**config.mk**
```make
export PLATFORM = sky130hd
export DESIGN_NAME = istore_readout
export DESIGN_NICKNAME = d
export VERILOG_FILES = /design/src/logic/istore_pkg.sv /design/src/logic/istore_readout.sv
export VERILOG_INCLUDE_DIRS = /design/src /design/src/logic
export SDC_FILE = /design/constraint.sdc
export NUM_CORES = 1
export LEC_CHECK = 0
export BUFFER_PORTS_ARGS = -buffer_cell sky130_fd_sc_hd__buf_2
export CORE_AREA = 2 2 201 203
export CTS_BUF_LIST = sky130_fd_sc_hd__clkbuf_8
export DETAILED_ROUTE_END_ITERATION = 8
export DIE_AREA = 0 0 203 205
export GPL_TIMING_DRIVEN = 0
export HOLD_SLACK_MARGIN = 0.15
export MAX_ROUTING_LAYER = met4
export REMOVE_ABC_BUFFERS = 1
export SLEW_MARGIN = 40
export SYNTH_ARGS = -nofsm -noshare
export SYNTH_HDL_FRONTEND = slang
export SYNTH_SLANG_ARGS = --single-unit
```
**constraint.sdc**
```tcl
create_clock -name clock_in -period 1.85 [get_ports clock_in]
set_input_delay 0.185 -clock clock_in [delete_from_list [all_inputs] [get_ports clock_in]]
set_output_delay 0.185 -clock clock_in [all_outputs]
set_load 0.05 [all_outputs]
```
**src/logic/istore_cfg.svh**
```systemverilog
// Instruction store sizing
// Core count, store depth and instruction width shared by all blocks

`ifndef ISTORE_CFG_SVH
`define ISTORE_CFG_SVH

// Cores, one private store each
`define ISTORE_NUM_CORES 4
`define ISTORE_CORE_BITS 2

// Words per store and word address width
`define ISTORE_DEPTH 64
`define ISTORE_ADDR_BITS $clog2(`ISTORE_DEPTH)

// Host address is bank select above word address
`define ISTORE_BUS_ADDR_BITS (`ISTORE_CORE_BITS + `ISTORE_ADDR_BITS)

// Instruction word
`define ISTORE_WORD_BITS 32
`define ISTORE_LEN_BITS 8

`endif

```
**src/logic/istore_pkg.sv**
```systemverilog
// Instruction store types
// Burst kinds, bank request, instruction word views and decoded fetch

`default_nettype none
`include "istore_cfg.svh"

package istore_pkg;

    typedef enum logic [1:0] {
        burst_fixed = 2'b00,
        burst_incr  = 2'b01,
        burst_wrap  = 2'b10
    } burst_t;

    // Loader request, broadcast to every bank
    typedef struct packed {
        logic [`ISTORE_CORE_BITS-1:0] bank;
        logic [`ISTORE_ADDR_BITS-1:0] addr;
        logic                         wr_en;
        logic                         rd_en;
        logic [`ISTORE_WORD_BITS-1:0] wr_data;
    } bank_req_t;

    // ------------------------------------------------------------
    // Instruction word, two encodings over the same 32 bits
    // ------------------------------------------------------------
    typedef struct packed {
        logic [7:0] opcode;
        logic [7:0] dest;
        logic [7:0] src_a;
        logic [7:0] src_b;
    } alu_fields_t;

    typedef struct packed {
        logic [7:0]  opcode;
        logic [7:0]  dest;
        logic [15:0] imm;      // Signed constant
    } ldc_fields_t;

    typedef union packed {
        alu_fields_t alu;
        ldc_fields_t ldc;
    } istore_word_t;

    localparam logic [7:0] OPC_LDC = 8'hF0;

    typedef struct packed {
        logic        is_ldc;
        logic [7:0]  opcode;
        logic [7:0]  dest;
        logic [31:0] operand_a;  // Extended src_a or immediate
        logic [7:0]  operand_b;
    } fetch_dec_t;

endpackage

`default_nettype wire

```
**src/logic/istore_readout.sv**
```systemverilog
// Instruction store readout
// Returns the host readback word and decodes every core's fetched word
// as either an ALU or a load-constant instruction

`timescale 1ns/1ps
`default_nettype none
`include "istore_cfg.svh"

module istore_readout (
    input  wire                                                 clock_in,
    input  wire                                                 reset_in,
    input  wire [`ISTORE_NUM_CORES-1:0][`ISTORE_WORD_BITS-1:0]  bus_words,
    input  wire [`ISTORE_NUM_CORES-1:0][`ISTORE_WORD_BITS-1:0]  fetch_words,
    input  wire                                                 rd_pending,
    input  wire [`ISTORE_CORE_BITS-1:0]                         rd_bank,
    output logic                                                rd_valid,
    output logic [`ISTORE_WORD_BITS-1:0]                        rd_data,
    output istore_pkg::fetch_dec_t                              fetch_out [`ISTORE_NUM_CORES]
);

    import istore_pkg::*;

    logic [`ISTORE_CORE_BITS-1:0] rd_bank_q;

    // ------------------------------------------------------------
    // Host readback
    // ------------------------------------------------------------
    always_ff @(posedge clock_in) begin
        if (!reset_in)
            rd_valid <= 1'b0;
        else
            rd_valid <= rd_pending;
    end

    always_ff @(posedge clock_in) begin
        rd_bank_q <= rd_bank;       // Aligns with the bank's registered word
    end

    assign rd_data = bus_words[rd_bank_q];

    // ------------------------------------------------------------
    // Fetch decode, one per core
    // ------------------------------------------------------------
    for (genvar c = 0; c < `ISTORE_NUM_CORES; c++) begin : g_dec
        istore_word_t word_view;

        assign word_view = fetch_words[c];

        always_comb begin
            fetch_out[c].is_ldc = (word_view.ldc.opcode == OPC_LDC);
            fetch_out[c].opcode = word_view.alu.opcode;
            fetch_out[c].dest   = word_view.alu.dest;
            if (word_view.ldc.opcode == OPC_LDC) begin
                // Immediate sign-extended to full width
                fetch_out[c].operand_a = {{16{word_view.ldc.imm[15]}}, word_view.ldc.imm};
                fetch_out[c].operand_b = 8'h00;
            end else begin
                fetch_out[c].operand_a = {24'h000000, word_view.alu.src_a};
                fetch_out[c].operand_b = word_view.alu.src_b;
            end
        end
    end

endmodule

`default_nettype wire

```
# == Word-level counts from Yosys, hierarchy flattened ==
# Cells that the tools add are included.
# classes
n_lt_le_gt_ge,1
eq_ne,4
muxes,6
# ops
op,count
two-way mux 40 bit,4
binary-select mux 32 bit (select 2 bit),1
== test 8 bit (second input constant),4
two-way mux 32 bit,1
less-than comparator 2 x 3 -> 1 bit (second input constant),1
# totals
register_bits,3
input_bits,261
output_inout_bits,261
wordCells,13

# == Depth between registers and ports, before layout ==
# logic_depth
ltp_word,2
mapped_depth,5
depth_no_buf,4

# == Worst setup path after synthesis ==
# OpenSTA, ideal clock, no wires.
# synth_timing
path_kind,input -> output
startpoint,input port fetch_words[57] in the netlist's numbering
endpoint,output port fetch_out[138] in the netlist's numbering
t_arrival_ns,2.305
t_required_ns,1.665
setup_slack_ns,-0.640
path_stages,5
n_path_buf,2
path_cell_list,or4_4 -> nor2_4 -> buf_2 -> and2_1 -> buf_4
# synth_rtl
element,line_no,source
from (decl),istore_readout.sv:13,"input wire [`ISTORE_NUM_CORES-1:0][`ISTORE_WORD_BITS-1:0] fetch_words,"
to (decl),istore_readout.sv:18,output istore_pkg::fetch_dec_t fetch_out [`ISTORE_NUM_CORES]

==> results.cfg <==
[floorplanning]
start_util_pct = 6.88
top_level_ports = 522
core_area_sq_um = 39400
fp.dieH_um = 205
die-area_sq_um = 41600
rows = 73
die_w_um = 203

[final_layout]
n_fill_cell = 4454
fin_cells = 1159
utilization_pct = 13.6
drive_above_1_share_pct = 89.0
layout.area.seq_sq_um = 67.6
multiInputGateArea_sq_um = 1700
layout_commonest_cell = buf_2
syn_to_final_growth_pct = 96.9
layout_common_cells = buf_2 (375), buf_4 (50), and2_1 (37), mux4_2 (32), nor2b_1 (24)
nNetsFinal = 891

[sta]
final.min_clock_period_ps = 1900
fmax_mhz = 525
max_slew.worst_pin.slew_ps = 425
hold_ws_ps = 169
slew_headroom_pct = 71.7
hold_viol_final = 0
fin_ws_ps = -53.9
post-route-period-util_pct = 103
rsz0062_at_grt = yes
final-max-slew-violation-count = 0
finalSetupViolations = 31

[placement]
gp_congestion = 0.892
dpl_worst_slack_ps = -1280
dp_cells = 1128
portBuffers = 457
dp_hpwl_um = 16900

[global_route]
gr-total-overflow = 0
first_global_vias = 3691
grt.total_usage_pct = 8.96
grt_pass1_wl_um = 25600
antenna_found_initial = 6
grt_max_degree = 33

[synthesis]
synth-compound-area-share_pct = 0
ys_seq_area_share_pct = 2.22
yosys.area.top_type = buf_4
synthSimpleGateAreaFrac_pct = 19.3
synth_seq_cells = 3
synth_top_family_by_area = multiplexers
synth_top_cells_by_area = buf_4 (35%), mux4_2 (27%), mux2_2 (13%)
synthAdderAreaFrac_pct = 0
avgSynthCellArea_sq_um = 9.44
yosysTopAreaCellShare_pct = 35.5
synth_edf_count = 0
syn_inst = 287
synthXorXnorAreaFrac_pct = 0
synth_flop_cell = dfxtp_1
async_flop_share_pct = 0
synth_mux_area_share_pct = 39.9
ys_warn_count = 0
synth_cell_types = 17
syn_area_sq_um = 2710

[worst_setup_path]
path_buf_inv = 3
path_max_fanout = 14
setup.worst_path.class = in2out
critPathTopFamily = simple AND/OR/NAND/NOR gates
critical-path-max-stage-delay_ps = 580
critPathSlowestCell = or4_4
cp_cell_sequence = buf_2 > or4_4 > nor2_4 > buf_12 > mux2_2 > buf_6
arrival_ps = 1720
start_kind = input pin
end_kind = output pin
critical_path_required_ps = 1660

[worst_hold_path]
min-delay-start = rd_pending
hold_path_end = rd_valid$_SDFF_PN0_
hold_path_depth = 2
hp-class = in2reg

[cts]
h-tree-depth = 1
cts_tree = yes
clkSlewWorstSetupHoldPaths_ps = 30
clk_path_buf_depth = 2
cts_root_buffer = clkbuf_8
numCtsBuffers = 3
clock-sinks = 3

[drt]
remaining_drc_errors = 0
firstDrtPassIters = 4
final_antenna_net_count = 0
routed-via-count = 3666
drt_iter0_drc = 123
vias_per_cell = 3.16
routed_wl_um = 20100
wl_per_cell_um = 17.4

[status]
status = finished, violations left
violations = negative setup slack

[power_and_ir_drop]
powerDensity_nw_per_um2 = 339
ir_drop_v = 0.000316
power_leakage_nw = 2.75

[job]
max_cap_viol_count = 0
## final cells by class
type,count,share of cell area [%]
clock buffers,3,0.774
multi-input cells,146,31.9
inverters,1,0.141
clock inverters,1,0.0704
flip-flops and latches,3,1.27
diodes,5,0.235
well taps,525,12.3
repair buffers,475,53.3
## report_power, final
group	internal [W]	switching (W)	total, W
Clock	0.000142	0.0000506	0.000193
Sequential	0.0000676	0.0000153	0.0000829
Combinational	0.000520	0.00101	0.00153
## kinds of logic after synthesis
family                 Yosys count
buffers and inverters          143
and+or+nand+nor                 77
muxes                           64
DFF                              3
## worst max path at each step
stage                     start             end  depth (start not counted)
2_1_floorplan   fetch_words[57]  fetch_out[137]                          3
3_3_place_gp   fetch_words[120]   fetch_out[33]                          6
3_5_place_dp   fetch_words[120]   fetch_out[33]                          6
4_1_cts         fetch_words[25]  fetch_out[186]                          6
5_1_grt         fetch_words[26]  fetch_out[186]                          6
6_report        fetch_words[26]  fetch_out[186]                          6
## flip-flops by register name, indices dropped and copies added (netlist names)
signal	cells
rd_valid	1
rd_bank_q	2
## cells in the mapped netlist, types with 3 or more instances
cell      count
and2_1       41
mux4_2       32
buf_6         3
buf_2         6
mux2_2       32
buf_4       128
or4_4         3
dfxtp_1       3
clkbuf_1      4
nand4_1       3
nor2_4        3
nor2b_1      24
## stage by stage
stage | total power (W) | TNS, ps | area, sq um
after floorplan | 0.000862 | -387030 | 1670
after global placement | 0.00153 | -86800 | 4610
after detailed placement | 0.00154 | -61870 | 4640
after CTS | 0.00180 | -1190 | 5170
after global routing | 0.00187 | -1710 | 5330
final | 0.00181 | -662 | 5340
## repair_timing
action                                  in CTS  in global routing
pin swaps                                    7                  7
hold buffers                                 2                  0
endpoints found under the hold margin        2                  0
cloned                                       5                  1
resized for setup                          110                 38
setup buffers                                9                  6
endpoints found under the setup margin     167                 63
## per-layer routing
layer / routed length (um) / track usage [%] / share of wire [%] / vias to the layer above
met5: 0 / - / 0 / -
met4: 1410 / 4.77 / 7.0 / 0
met3: 1930 / 1.96 / 9.6 / 44
met2: 10500 / 17.7 / 52 / 382
met1: 6290 / 7.86 / 31 / 1680
li1: - / - / - / 1560
No activity file was read; power rests on OpenSTA's default activity.
