### config.mk
export PLATFORM = sky130hd
export DESIGN_NAME = istore_loader
export DESIGN_NICKNAME = d
export VERILOG_FILES = /design/src/logic/istore_pkg.sv /design/src/logic/istore_loader.sv
export VERILOG_INCLUDE_DIRS = /design/src /design/src/logic
export SDC_FILE = /design/constraint.sdc
export NUM_CORES = 1
export LEC_CHECK = 0
export BUFFER_PORTS_ARGS = -buffer_cell sky130_fd_sc_hd__buf_4
export CORE_ASPECT_RATIO = 2
export CORE_UTILIZATION = 44
export CTS_BUF_LIST = sky130_fd_sc_hd__clkbuf_8 sky130_fd_sc_hd__clkbuf_16
export DETAILED_ROUTE_END_ITERATION = 8
export GPL_ROUTABILITY_DRIVEN = 0
export GPL_TIMING_DRIVEN = 0
export PLACE_DENSITY = 0.8
export SETUP_SLACK_MARGIN = 0.2
export SLEW_MARGIN = 20
export SYNTH_ARGS = -nofsm -noshare
export SYNTH_HDL_FRONTEND = slang
export SYNTH_SLANG_ARGS = --single-unit
### constraint.sdc
create_clock -name clock_in -period 1.85 [get_ports clock_in]
set_clock_uncertainty 0.15 [all_clocks]
set_input_delay 0.185 -clock clock_in [delete_from_list [all_inputs] [get_ports clock_in]]
set_output_delay 0.185 -clock clock_in [all_outputs]
set_load 0.005 [all_outputs]
### src/logic/istore_cfg.svh
// Instruction store sizing
// Core count, store depth and instruction width shared by all blocks

`ifndef ISTORE_CFG_SVH
`define ISTORE_CFG_SVH

// Cores, one private store each
`define ISTORE_NUM_CORES 4
`define ISTORE_CORE_BITS 2

// Words per store and word address width
`define ISTORE_DEPTH 64
`define ISTORE_ADDR_BITS $clog2(`ISTORE_DEPTH)

// Host address is bank select above word address
`define ISTORE_BUS_ADDR_BITS (`ISTORE_CORE_BITS + `ISTORE_ADDR_BITS)

// Instruction word
`define ISTORE_WORD_BITS 32
`define ISTORE_LEN_BITS 8

`endif

### src/logic/istore_pkg.sv
// Instruction store types
// Burst kinds, bank request, instruction word views and decoded fetch

`default_nettype none
`include "istore_cfg.svh"

package istore_pkg;

    typedef enum logic [1:0] {
        burst_fixed = 2'b00,
        burst_incr  = 2'b01,
        burst_wrap  = 2'b10
    } burst_t;

    // Loader request, broadcast to every bank
    typedef struct packed {
        logic [`ISTORE_CORE_BITS-1:0] bank;
        logic [`ISTORE_ADDR_BITS-1:0] addr;
        logic                         wr_en;
        logic                         rd_en;
        logic [`ISTORE_WORD_BITS-1:0] wr_data;
    } bank_req_t;

    // ------------------------------------------------------------
    // Instruction word, two encodings over the same 32 bits
    // ------------------------------------------------------------
    typedef struct packed {
        logic [7:0] opcode;
        logic [7:0] dest;
        logic [7:0] src_a;
        logic [7:0] src_b;
    } alu_fields_t;

    typedef struct packed {
        logic [7:0]  opcode;
        logic [7:0]  dest;
        logic [15:0] imm;      // Signed constant
    } ldc_fields_t;

    typedef union packed {
        alu_fields_t alu;
        ldc_fields_t ldc;
    } istore_word_t;

    localparam logic [7:0] OPC_LDC = 8'hF0;

    typedef struct packed {
        logic        is_ldc;
        logic [7:0]  opcode;
        logic [7:0]  dest;
        logic [31:0] operand_a;  // Extended src_a or immediate
        logic [7:0]  operand_b;
    } fetch_dec_t;

endpackage

`default_nettype wire

### src/logic/istore_loader.sv
// Instruction store loader
// Turns host write bursts and readback requests into bank requests,
// generating fixed, incrementing and wrapping burst addresses

`timescale 1ns/1ps
`default_nettype none
`include "istore_cfg.svh"

module istore_loader (
    input  wire                              clock_in,
    input  wire                              reset_in,
    input  wire                              burst_start,
    input  wire [`ISTORE_BUS_ADDR_BITS-1:0]  burst_addr,
    input  wire [`ISTORE_LEN_BITS-1:0]       burst_len,
    input  wire istore_pkg::burst_t          burst_kind,
    input  wire                              wr_strobe,
    input  wire [`ISTORE_WORD_BITS-1:0]      wr_data,
    input  wire                              rd_req,
    input  wire [`ISTORE_BUS_ADDR_BITS-1:0]  rd_addr,
    output logic                             busy,
    output istore_pkg::bank_req_t            bank_req,
    output logic                             rd_pending,
    output logic [`ISTORE_CORE_BITS-1:0]     rd_bank
);

    import istore_pkg::*;

    logic [`ISTORE_CORE_BITS-1:0] wr_bank;
    logic [`ISTORE_ADDR_BITS-1:0] wr_addr;
    logic [`ISTORE_ADDR_BITS-1:0] addr_inc;
    logic [`ISTORE_ADDR_BITS-1:0] wr_addr_next;
    logic [`ISTORE_ADDR_BITS-1:0] wrap_mask;
    logic [`ISTORE_LEN_BITS-1:0]  len_q;
    logic [`ISTORE_LEN_BITS-1:0]  word_cnt;
    burst_t                       kind_q;
    logic                         wr_fire;
    logic                         rd_en_q;
    logic [`ISTORE_CORE_BITS-1:0] rd_bank_q;
    logic [`ISTORE_ADDR_BITS-1:0] rd_addr_q;

    assign wr_fire   = wr_strobe && busy;   // Strobes only count inside a burst
    assign addr_inc  = wr_addr + {{(`ISTORE_ADDR_BITS-1){1'b0}}, 1'b1};
    assign wrap_mask = len_q[`ISTORE_ADDR_BITS-1:0];  // len+1 is a power of two

    // ------------------------------------------------------------
    // Next write address per burst kind
    // ------------------------------------------------------------
    always_comb begin
        case (kind_q)
            burst_incr: wr_addr_next = addr_inc;   // Rolls over at depth
            burst_wrap: wr_addr_next = (wr_addr & ~wrap_mask) | (addr_inc & wrap_mask);
            default:    wr_addr_next = wr_addr;
        endcase
    end

    always_ff @(posedge clock_in) begin
        if (!reset_in) begin
            busy     <= 1'b0;
            word_cnt <= '0;
            rd_en_q  <= 1'b0;
        end else begin
            rd_en_q <= rd_req;
            if (burst_start) begin
                busy     <= 1'b1;
                word_cnt <= '0;
            end else if (wr_fire) begin
                word_cnt <= word_cnt + {{(`ISTORE_LEN_BITS-1){1'b0}}, 1'b1};
                if (word_cnt == len_q)
                    busy <= 1'b0;                   // Last word of the burst
            end
        end
    end

    // Burst and read address latches
    always_ff @(posedge clock_in) begin
        if (burst_start) begin
            wr_bank <= burst_addr[`ISTORE_BUS_ADDR_BITS-1 -: `ISTORE_CORE_BITS];
            wr_addr <= burst_addr[`ISTORE_ADDR_BITS-1:0];
            len_q   <= burst_len;
            kind_q  <= burst_kind;
        end else if (wr_fire) begin
            wr_addr <= wr_addr_next;
        end
        if (rd_req) begin
            rd_bank_q <= rd_addr[`ISTORE_BUS_ADDR_BITS-1 -: `ISTORE_CORE_BITS];
            rd_addr_q <= rd_addr[`ISTORE_ADDR_BITS-1:0];
        end
    end

    // Reads never overlap a burst, so the address mux is safe
    always_comb begin
        bank_req.bank    = rd_en_q ? rd_bank_q : wr_bank;
        bank_req.addr    = rd_en_q ? rd_addr_q : wr_addr;
        bank_req.wr_en   = wr_fire;
        bank_req.rd_en   = rd_en_q;
        bank_req.wr_data = wr_data;
    end

    assign rd_pending = rd_en_q;
    assign rd_bank    = rd_bank_q;

endmodule

`default_nettype wire

Yosys cells after proc, flatten, opt, wreduce, memory -nomap -nowiden
Cells that the tools add are included.
{"block": "word_totals", "register_bits": 36, "inputBits": 63, "out_inout_bits": 46, "word_cells": 34}
{"block": "classes", "n_addsub": 2, "eq_ne": 3, "mux": 8, "bitwise_logic": 5, "n_reduce_logical": 7}
{"operator": "$mux 6", "count": 3}
{"operator": "$and 6x6->6", "count": 2}
{"operator": "$pmux 6 s2", "count": 1}
{"operator": "$add 8x1->8 const B", "count": 1}
{"operator": "$eq 8x8->1", "count": 1}
{"operator": "$add 6x1->6 const B", "count": 1}
{"operator": "$not 6->6", "count": 1}
{"operator": "$or 6x6->6", "count": 1}
{"operator": "$reduce_and 2->1", "count": 2}
{"operator": "$reduce_bool 2->1", "count": 2}
{"operator": "$mux 1", "count": 3}
{"operator": "$reduce_bool 3->1", "count": 1}
{"operator": "$eq 2x1->1 const B", "count": 1}
{"operator": "$eq 2x2->1 const B", "count": 1}
{"operator": "$mux 2", "count": 1}
{"operator": "$reduce_or 2->1", "count": 1}
{"operator": "$logic_and 1x1->1", "count": 1}
{"operator": "$not 1->1", "count": 1}

Logic depth before layout (Yosys ltp)
Gate-level depths: netlist of the first run.
{"block": "depth", "word_depth": 6, "mapped_depth": 4, "ltp_nobuf": 4}

Worst setup path before layout of the first run
Ideal clock, no wire load.
{"block": "synth_timing", "path_kind": "reg-to-reg", "start": "register wr_addr[0]", "end": "register (tool-made name)", "setup_ns": 0.188, "t_arrival_ns": 1.087, "required_time_ns": 1.512, "setup_slack_ns": 0.425, "path_stages_with_launch": 4, "n_path_buf": 0, "synth_period_minus_slack_ns": 1.425, "cell_sequence": "edfxtp_1 and3_1 and4_1 o41ai_1"}
{"item": "start, declared", "line": "istore_loader.sv:29", "rtl": "logic [`ISTORE_ADDR_BITS-1:0] wr_addr;"}
{"item": "start signal, assigned", "line": "istore_loader.sv:78", "rtl": "wr_addr <= burst_addr[`ISTORE_ADDR_BITS-1:0];"}
{"item": "start signal, assigned", "line": "istore_loader.sv:82", "rtl": "wr_addr <= wr_addr_next;"}

==> results of run 1 <==
-- cells in the mapped netlist --
master                     instances  area share, %
sky130_fd_sc_hd__or3_1             2           0.65
sky130_fd_sc_hd__clkbuf_1          3           0.59
sky130_fd_sc_hd__and3_1            1           0.33
sky130_fd_sc_hd__nand2_2           1           0.33
sky130_fd_sc_hd__xor2_1           13            5.9
sky130_fd_sc_hd__nor2_1            5           0.98
sky130_fd_sc_hd__o21ai_0           9            2.3
sky130_fd_sc_hd__mux2_2            8            4.7
sky130_fd_sc_hd__o21bai_1          6            2.3
sky130_fd_sc_hd__xnor2_1           1           0.46
sky130_fd_sc_hd__nand2_1           8            1.6
sky130_fd_sc_hd__or3_2             1           0.39
sky130_fd_sc_hd__edfxtp_1         26             41
sky130_fd_sc_hd__nor3_1            1           0.26
sky130_fd_sc_hd__nand3_2           1           0.52
sky130_fd_sc_hd__ha_1              2            1.3
sky130_fd_sc_hd__nor2b_1           2           0.65
sky130_fd_sc_hd__nand3_1           4            1.0
sky130_fd_sc_hd__o41ai_1           1           0.46
sky130_fd_sc_hd__and4_1            1           0.46
sky130_fd_sc_hd__nor4_1            1           0.33
sky130_fd_sc_hd__buf_4            35             14
sky130_fd_sc_hd__inv_1             2           0.39
sky130_fd_sc_hd__nor3b_1           2           0.78
sky130_fd_sc_hd__or4_1             2           0.78
sky130_fd_sc_hd__nand4_1           2           0.65
sky130_fd_sc_hd__nand2b_1          3           0.98
sky130_fd_sc_hd__a21oi_1          11            2.9
sky130_fd_sc_hd__buf_6             1           0.59
sky130_fd_sc_hd__o31ai_1           4            1.6
sky130_fd_sc_hd__a31oi_1           2           0.65
sky130_fd_sc_hd__and2_1            1           0.33
sky130_fd_sc_hd__dfxtp_1          10             10
-- kinds of logic (layout without fill, tap and decap cells) --
kind of cell	after synthesis	after routing	synth area share, %
AO/OA/AOI/OAI	33	33	10.23
buffers and inverters	41	148	15.25
flip-flops	36	36	51.11
XOR/XNOR	14	14	6.389
AND/OR/NAND/NOR	38	38	11.02
multiplexers	8	8	4.694
adder cells (fa/ha/maj)	2	2	1.304
-- layer usage --
layer | routed length (um) | up-vias
met5 | 0 | -
met3 | 247 | 11
met1 | 1359 | 764
met2 | 2685 | 71
met4 | 129 | 0
li1 | - | 792
-- worst min-delay path by stage --
stage | cells past startpoint | to | slack (ps)
3_5_place_dp | 1 | len_q[6] | 210
4_1_cts | 3 | flip-flop | 20
3_3_place_gp | 1 | rd_bank[1] | 210
5_1_grt | 3 | flip-flop | 10
2_1_floorplan | 0 | kind_q[0] | 130
6_report | 3 | flip-flop | 10
-- power groups by stage --
stage                     logic, W  registers [W]  clock network, W
after floorplan           0.000167       0.000973                 0
after global placement    0.000335       0.000982                 0
after detailed placement  0.000341       0.000985                 0
after CTS                 0.000381       0.000967          0.000692
after global routing      0.000419       0.000975          0.000725
final                     0.000388       0.000968          0.000687
-- metrics by stage --
| step | total power [W] | cell area (um^2) | setup slack [ps] | hold slack [ps] | std cells |
|---|---|---|---|---|---|
| after CTS | 0.002040 | 2887 | 205.0 | 17.36 | 329 |
| after global routing | 0.002119 | 2908 | 143.6 | 14.17 | 331 |
| after floorplan | 0.001140 | 1919 | 425.2 | 133.9 | 172 |
| after detailed placement | 0.001326 | 2555 | 279.9 | 214.4 | 300 |
| after global placement | 0.001317 | 2555 | 304.0 | 213.4 | 300 |
| final | 0.002044 | 2908 | 191.9 | 14.88 | 331 |
-- cell type report --
| cell class | count | area share, % |
|---|---|---|
| Clock inverter | 3 | 1.463 |
| Timing Repair Buffer | 99 | 27.50 |
| Tap cell | 52 | 2.238 |
| Buffer | 39 | 10.15 |
| Clock buffer | 5 | 2.367 |
| Multi-Input combinational cell | 95 | 22.20 |
| Inverter | 2 | 0.2582 |
| Sequential cell | 36 | 33.82 |
-- worst register-to-register path: stages, from the launching register on --
cell and delay, ps:
sky130_fd_sc_hd__edfxtp_1 480, sky130_fd_sc_hd__and3_1 270, sky130_fd_sc_hd__and4_1 220, sky130_fd_sc_hd__o41ai_1 280
-- timing repair --
item | in CTS | in global routing
endpoints found under the hold margin | 21 | 0
setup endpoints to repair | 8 | 10
buffers inserted | 0 | 2
hold buffers | 21 | 0
resized for setup | 3 | 3
==> impl_metrics.xml, run 1 <==
<?xml version="1.0" encoding="UTF-8"?>
<metrics>
  <group name="status">
    <metric name="result_of_the_run" unit="">finished clean</metric>
  </group>
  <group name="logic_synthesis">
    <metric name="net_count_after_synthesis" unit="">237</metric>
    <metric name="synthesis.area" unit="um^2">1919</metric>
    <metric name="synth_cells" unit="">172</metric>
    <metric name="synth_area_per_cell" unit="um^2">11.16</metric>
    <metric name="yosysSeqAreaShare" unit="%">51.11</metric>
    <metric name="distinct_cell_type_count_of_the_synthesized_netlist" unit="">33</metric>
    <metric name="synth.yosys.warnings" unit="">0</metric>
    <metric name="postSynthRegisterBits" unit="">36</metric>
  </group>
  <group name="power">
    <metric name="p_per_cell_area" unit="nW/um^2">702.9</metric>
    <metric name="power.share.combinational" unit="%">19.0</metric>
    <metric name="sequentialPowerShare" unit="%">47.4</metric>
    <metric name="leakage_dissipation" unit="nW">1.275</metric>
    <metric name="power_report.internal_total" unit="W">0.001583</metric>
    <metric name="p_sw_share" unit="%">22.52</metric>
    <metric name="peakVddDrop" unit="V">0.0008402</metric>
    <metric name="p_clk_share" unit="%">33.6</metric>
    <metric name="total_switching_power" unit="W">0.0004603</metric>
  </group>
  <group name="global_routing">
    <metric name="globalRouteOverflowTotal" unit="">0</metric>
    <metric name="gr-usage-met3" unit="%">3.987</metric>
    <metric name="grtUsageMet1" unit="%">14.91</metric>
    <metric name="top_usage_layer" unit="">met2</metric>
    <metric name="globalRouteTotalUtil" unit="%">19.07</metric>
    <metric name="grt_pass1_vias" unit="">1526</metric>
    <metric name="antenna_found_initial" unit="">0</metric>
    <metric name="fraction_of_met2_tracks_used_by_global_routing" unit="%">40.16</metric>
    <metric name="first_pass_grt_wire_length" unit="um">6589</metric>
    <metric name="grt_start_max_net_pins" unit="">16</metric>
  </group>
  <group name="setup_path">
    <metric name="critPathCaptureType" unit="">primary output</metric>
    <metric name="worst-endpoint-required" unit="ps">1510</metric>
    <metric name="path_buf_inv" unit="">2</metric>
    <metric name="critPathCapture" unit="">bank_req[34]</metric>
    <metric name="critPathTopFamily" unit="">flip-flops</metric>
    <metric name="depth_of_the_worst_register_to_register_path" unit="">3</metric>
    <metric name="crit_path_largest_cell_delay" unit="ps">480</metric>
    <metric name="critical_path_cell_count" unit="">3</metric>
    <metric name="cp_cell_sequence" unit="">buf_4 -&gt; mux2_2 -&gt; buf_6</metric>
    <metric name="rr_startpoint" unit="">wr_addr[0]</metric>
    <metric name="critPathSlowestCell" unit="">sky130_fd_sc_hd__edfxtp_1</metric>
    <metric name="worst_setup_path_start_kind" unit="">flip-flop</metric>
    <metric name="worstSetupStartpoint" unit="">wr_addr[0]</metric>
    <metric name="setup.worst_path.class" unit="">flip-flop to primary output</metric>
    <metric name="timing.critical_path.arrival" unit="ps">1320</metric>
    <metric name="rrSetupSlack" unit="ps">270</metric>
    <metric name="critical_path_peak_fanout" unit="">4</metric>
  </group>
  <group name="clock_tree">
    <metric name="cts_tree" unit="">done</metric>
    <metric name="numClockSinks" unit="">36</metric>
    <metric name="cts_root_buffer_type" unit="">sky130_fd_sc_hd__clkbuf_8</metric>
    <metric name="clk_pin_slew_worst_paths" unit="ps">80</metric>
    <metric name="clock_path_buffers" unit="">2</metric>
    <metric name="numCtsBuffers" unit="">5</metric>
    <metric name="cts_max_level" unit="">2</metric>
    <metric name="clock_insertion_delay_worst_skew" unit="ps">300</metric>
  </group>
  <group name="timing">
    <metric name="period_needed" unit="ps">1658</metric>
    <metric name="hold_violations" unit="">0</metric>
    <metric name="setup_tns" unit="ps">0</metric>
    <metric name="maxClockFrequency" unit="MHz">603.1</metric>
    <metric name="grt_setup_unrepaired" unit="">true</metric>
    <metric name="setup_viol" unit="">0</metric>
    <metric name="maxSlewViolCount" unit="">0</metric>
    <metric name="layout_worst_path_cycle_share" unit="%">89.63</metric>
    <metric name="worst_pin_slew" unit="ps">400.0</metric>
    <metric name="slew_headroom" unit="%">73.28</metric>
  </group>
  <group name="route">
    <metric name="finalWirelength" unit="um">4421</metric>
    <metric name="detail_route.iter0.violations" unit="">34</metric>
    <metric name="num_vias" unit="">1638</metric>
    <metric name="residual_antenna_violating_net_count_after_detailed_routing" unit="">0</metric>
    <metric name="detail_routed_via_count_per_cell" unit="">4.949</metric>
    <metric name="drt_wl_cell" unit="um">13.36</metric>
    <metric name="drt_first_pass_iters" unit="">4</metric>
    <metric name="drc" unit="">0</metric>
  </group>
  <group name="place">
    <metric name="post-dp-hpwl" unit="um">3197</metric>
    <metric name="portBuffers" unit="">76</metric>
  </group>
  <group name="floorplan">
    <metric name="die_area" unit="um^2">4646</metric>
    <metric name="effective_utilization_at_floorplan" unit="%">46.48</metric>
    <metric name="fp-row-count" unit="">33</metric>
    <metric name="die-height" unit="um">95.40</metric>
    <metric name="fp.coreArea" unit="um^2">4129</metric>
    <metric name="io_pins" unit="">109</metric>
    <metric name="die_width" unit="um">48.70</metric>
  </group>
  <group name="cells_and_area">
    <metric name="layout.cells.most_common_list" unit="">sky130_fd_sc_hd__buf_4, sky130_fd_sc_hd__edfxtp_1, sky130_fd_sc_hd__dlygate4sd3_1, sky130_fd_sc_hd__xor2_1, sky130_fd_sc_hd__a21oi_1</metric>
    <metric name="mostFrequentLayoutCell" unit="">sky130_fd_sc_hd__buf_4</metric>
    <metric name="multi_input_comb_area" unit="um^2">645.6</metric>
    <metric name="utilization" unit="%">70.42</metric>
    <metric name="total_nets_final" unit="">343</metric>
    <metric name="antenna_cells_inserted" unit="">0</metric>
    <metric name="sequential_cell_area" unit="um^2">983.4</metric>
    <metric name="drive_above_1_share" unit="%">48.75</metric>
    <metric name="synthToLayoutAreaGrowth" unit="%">51.50</metric>
    <metric name="num-fill-cells" unit="">333</metric>
  </group>
  <group name="run">
    <metric name="max_cap_viol_count" unit="">0</metric>
  </group>
  <group name="hold_path">
    <metric name="timing.hold.worst.start" unit="">burst_addr[1]</metric>
    <metric name="hp-class" unit="">input port to flip-flop</metric>
  </group>
</metrics>
(Power assumes the default switching activity.)
==> run 2: changes to the inputs <==
--- a/config.mk
+++ b/config.mk
@@ -13,6 +13,7 @@
 export DETAILED_ROUTE_END_ITERATION = 8
 export GPL_ROUTABILITY_DRIVEN = 0
 export GPL_TIMING_DRIVEN = 0
+export MAX_ROUTING_LAYER = met4
 export PLACE_DENSITY = 0.8
 export SETUP_SLACK_MARGIN = 0.2
 export SLEW_MARGIN = 20
==> impl_metrics.xml, run 2 (same netlist as run 1, synthesis figures left out) <==
<?xml version="1.0" encoding="UTF-8"?>
<metrics>
  <group name="floorplan">
    <metric name="effective_utilization_at_floorplan" unit="%">46.48</metric>
    <metric name="io_pins" unit="">109</metric>
    <metric name="die-height" unit="um">95.40</metric>
    <metric name="fp-row-count" unit="">33</metric>
    <metric name="die_width" unit="um">48.70</metric>
    <metric name="fp.coreArea" unit="um^2">4129</metric>
    <metric name="die_area" unit="um^2">4646</metric>
  </group>
  <group name="setup_path">
    <metric name="worst_setup_path_start_kind" unit="">flip-flop</metric>
    <metric name="timing.critical_path.arrival" unit="ps">1320</metric>
    <metric name="critPathCaptureType" unit="">primary output</metric>
    <metric name="critical_path_peak_fanout" unit="">4</metric>
    <metric name="setup.worst_path.class" unit="">flip-flop to primary output</metric>
    <metric name="path_buf_inv" unit="">2</metric>
    <metric name="cp_cell_sequence" unit="">buf_4 -&gt; mux2_2 -&gt; buf_6</metric>
    <metric name="worst-endpoint-required" unit="ps">1510</metric>
    <metric name="critPathTopFamily" unit="">flip-flops</metric>
    <metric name="critPathSlowestCell" unit="">sky130_fd_sc_hd__edfxtp_1</metric>
    <metric name="crit_path_largest_cell_delay" unit="ps">480</metric>
  </group>
  <group name="route">
    <metric name="num_vias" unit="">1651</metric>
    <metric name="finalWirelength" unit="um">4422</metric>
    <metric name="drt_first_pass_iters" unit="">4</metric>
    <metric name="detail_route.iter0.violations" unit="">35</metric>
    <metric name="drt_wl_cell" unit="um">13.36</metric>
    <metric name="detail_routed_via_count_per_cell" unit="">4.988</metric>
    <metric name="drc" unit="">0</metric>
    <metric name="residual_antenna_violating_net_count_after_detailed_routing" unit="">0</metric>
  </group>
  <group name="timing">
    <metric name="worst_pin_slew" unit="ps">399.1</metric>
    <metric name="setup_tns" unit="ps">0</metric>
    <metric name="final.hold.worst_slack" unit="ps">14.09</metric>
    <metric name="setup_viol" unit="">0</metric>
    <metric name="layout_worst_path_cycle_share" unit="%">89.66</metric>
    <metric name="grt_setup_unrepaired" unit="">true</metric>
    <metric name="slew_headroom" unit="%">73.34</metric>
    <metric name="maxSlewViolCount" unit="">0</metric>
    <metric name="hold_violations" unit="">0</metric>
    <metric name="period_needed" unit="ps">1659</metric>
    <metric name="maxClockFrequency" unit="MHz">602.8</metric>
  </group>
  <group name="global_routing">
    <metric name="globalRouteTotalUtil" unit="%">19.63</metric>
    <metric name="grt_pass1_vias" unit="">1529</metric>
    <metric name="grt_start_max_net_pins" unit="">16</metric>
    <metric name="first_pass_grt_wire_length" unit="um">6582</metric>
    <metric name="globalRouteOverflowTotal" unit="">0</metric>
    <metric name="antenna_found_initial" unit="">0</metric>
  </group>
  <group name="cells_and_area">
    <metric name="final-instance-count-excl-fill" unit="">331</metric>
    <metric name="antenna_cells_inserted" unit="">0</metric>
    <metric name="drive_above_1_share" unit="%">48.75</metric>
    <metric name="multi_input_comb_area" unit="um^2">645.6</metric>
    <metric name="layout.cells.most_common_list" unit="">sky130_fd_sc_hd__buf_4, sky130_fd_sc_hd__edfxtp_1, sky130_fd_sc_hd__dlygate4sd3_1, sky130_fd_sc_hd__xor2_1, sky130_fd_sc_hd__a21oi_1</metric>
    <metric name="num-fill-cells" unit="">333</metric>
    <metric name="synthToLayoutAreaGrowth" unit="%">51.50</metric>
    <metric name="total_nets_final" unit="">343</metric>
    <metric name="mostFrequentLayoutCell" unit="">sky130_fd_sc_hd__buf_4</metric>
    <metric name="sequential_cell_area" unit="um^2">983.4</metric>
    <metric name="postLayoutCellArea" unit="um^2">2908</metric>
  </group>
  <group name="place">
    <metric name="dpl.cell_count" unit="">300</metric>
    <metric name="post-dp-hpwl" unit="um">3197</metric>
    <metric name="post_place_cell_area" unit="um^2">2555</metric>
    <metric name="portBuffers" unit="">76</metric>
  </group>
  <group name="status">
    <metric name="result_of_the_run" unit="">finished clean</metric>
  </group>
  <group name="power">
    <metric name="peakVddDrop" unit="V">0.0008402</metric>
    <metric name="p_per_cell_area" unit="nW/um^2">703.1</metric>
    <metric name="leakage_dissipation" unit="nW">1.275</metric>
  </group>
  <group name="clock_tree">
    <metric name="clock_path_buffers" unit="">2</metric>
    <metric name="cts_root_buffer_type" unit="">sky130_fd_sc_hd__clkbuf_8</metric>
    <metric name="clock_insertion_delay_worst_skew" unit="ps">300</metric>
    <metric name="clk_pin_slew_worst_paths" unit="ps">80</metric>
    <metric name="cts_max_level" unit="">2</metric>
    <metric name="numClockSinks" unit="">36</metric>
    <metric name="numCtsBuffers" unit="">5</metric>
    <metric name="cts_tree" unit="">done</metric>
  </group>
  <group name="hold_path">
    <metric name="hp-class" unit="">input port to flip-flop</metric>
  </group>
  <group name="run">
    <metric name="max_cap_viol_count" unit="">0</metric>
  </group>
</metrics>
-- run 2: routing by layer --
metal	part of all wire (%)	routed length (um)	vias to the layer above	track usage (%)
met5	0	0	-	-
met4	2.6	117	0	11.52
met3	5.7	250	9	3.987
met2	61	2710	73	40.28
met1	30	1343	775	14.81
li1	-	-	794	-
-- run 2: final timing paths --
path | start | endpoint | slack (ps) | cells past startpoint
max | wr_addr[0] | bank_req[34] | 190 | 3
max reg2reg | wr_addr[0] | flip-flop | 270 | 3
min | burst_addr[1] | flip-flop | 10 | 3
min reg2reg | word_cnt[7] | word_cnt[7] | 350 | 2
-- run 2: where the power goes --
part / leakage [nW] / internal, W / total (W) / switching (W)
clock: 0.0541 / 0.000399 / 0.000688 / 0.000290
combinational: 0.883 / 0.000258 / 0.000388 / 0.000130
sequential: 0.338 / 0.000927 / 0.000969 / 0.0000412
-- run 2: what timing repair did --
| item | in CTS | in global routing |
|---|---|---|
| hold buffers | 21 | 0 |
| gates resized for setup | 3 | 3 |
| buffers inserted | 0 | 2 |
| endpoints found under the setup margin | 8 | 10 |
| hold endpoints to repair | 21 | 0 |
-- run 2: area by class of cell --
cell class                      count  area share [%]
Sequential cell                    36           33.82
Timing Repair Buffer               99           27.50
Multi-Input combinational cell     95           22.20
Buffer                             39           10.15
Clock buffer                        5           2.367
Tap cell                           52           2.238
Clock inverter                      3           1.463
Inverter                            2          0.2582
-- run 2: through the flow --
step | setup WS [ps] | total power (W) | utilization (%)
after global routing | 143.6 | 0.002119 | 70.42
after CTS | 205.0 | 0.002040 | 69.91
final | 191.2 | 0.002045 | 70.42
after detailed placement | 279.9 | 0.001326 | 61.88
after global placement | 304.0 | 0.001317 | 61.88
after floorplan | 425.2 | 0.001140 | -
-- run 2: worst min-delay path, stage by stage --
cell                      delay, ps
sky130_fd_sc_hd__buf_4           80
sky130_fd_sc_hd__nand2_1         40
sky130_fd_sc_hd__o21ai_0         50
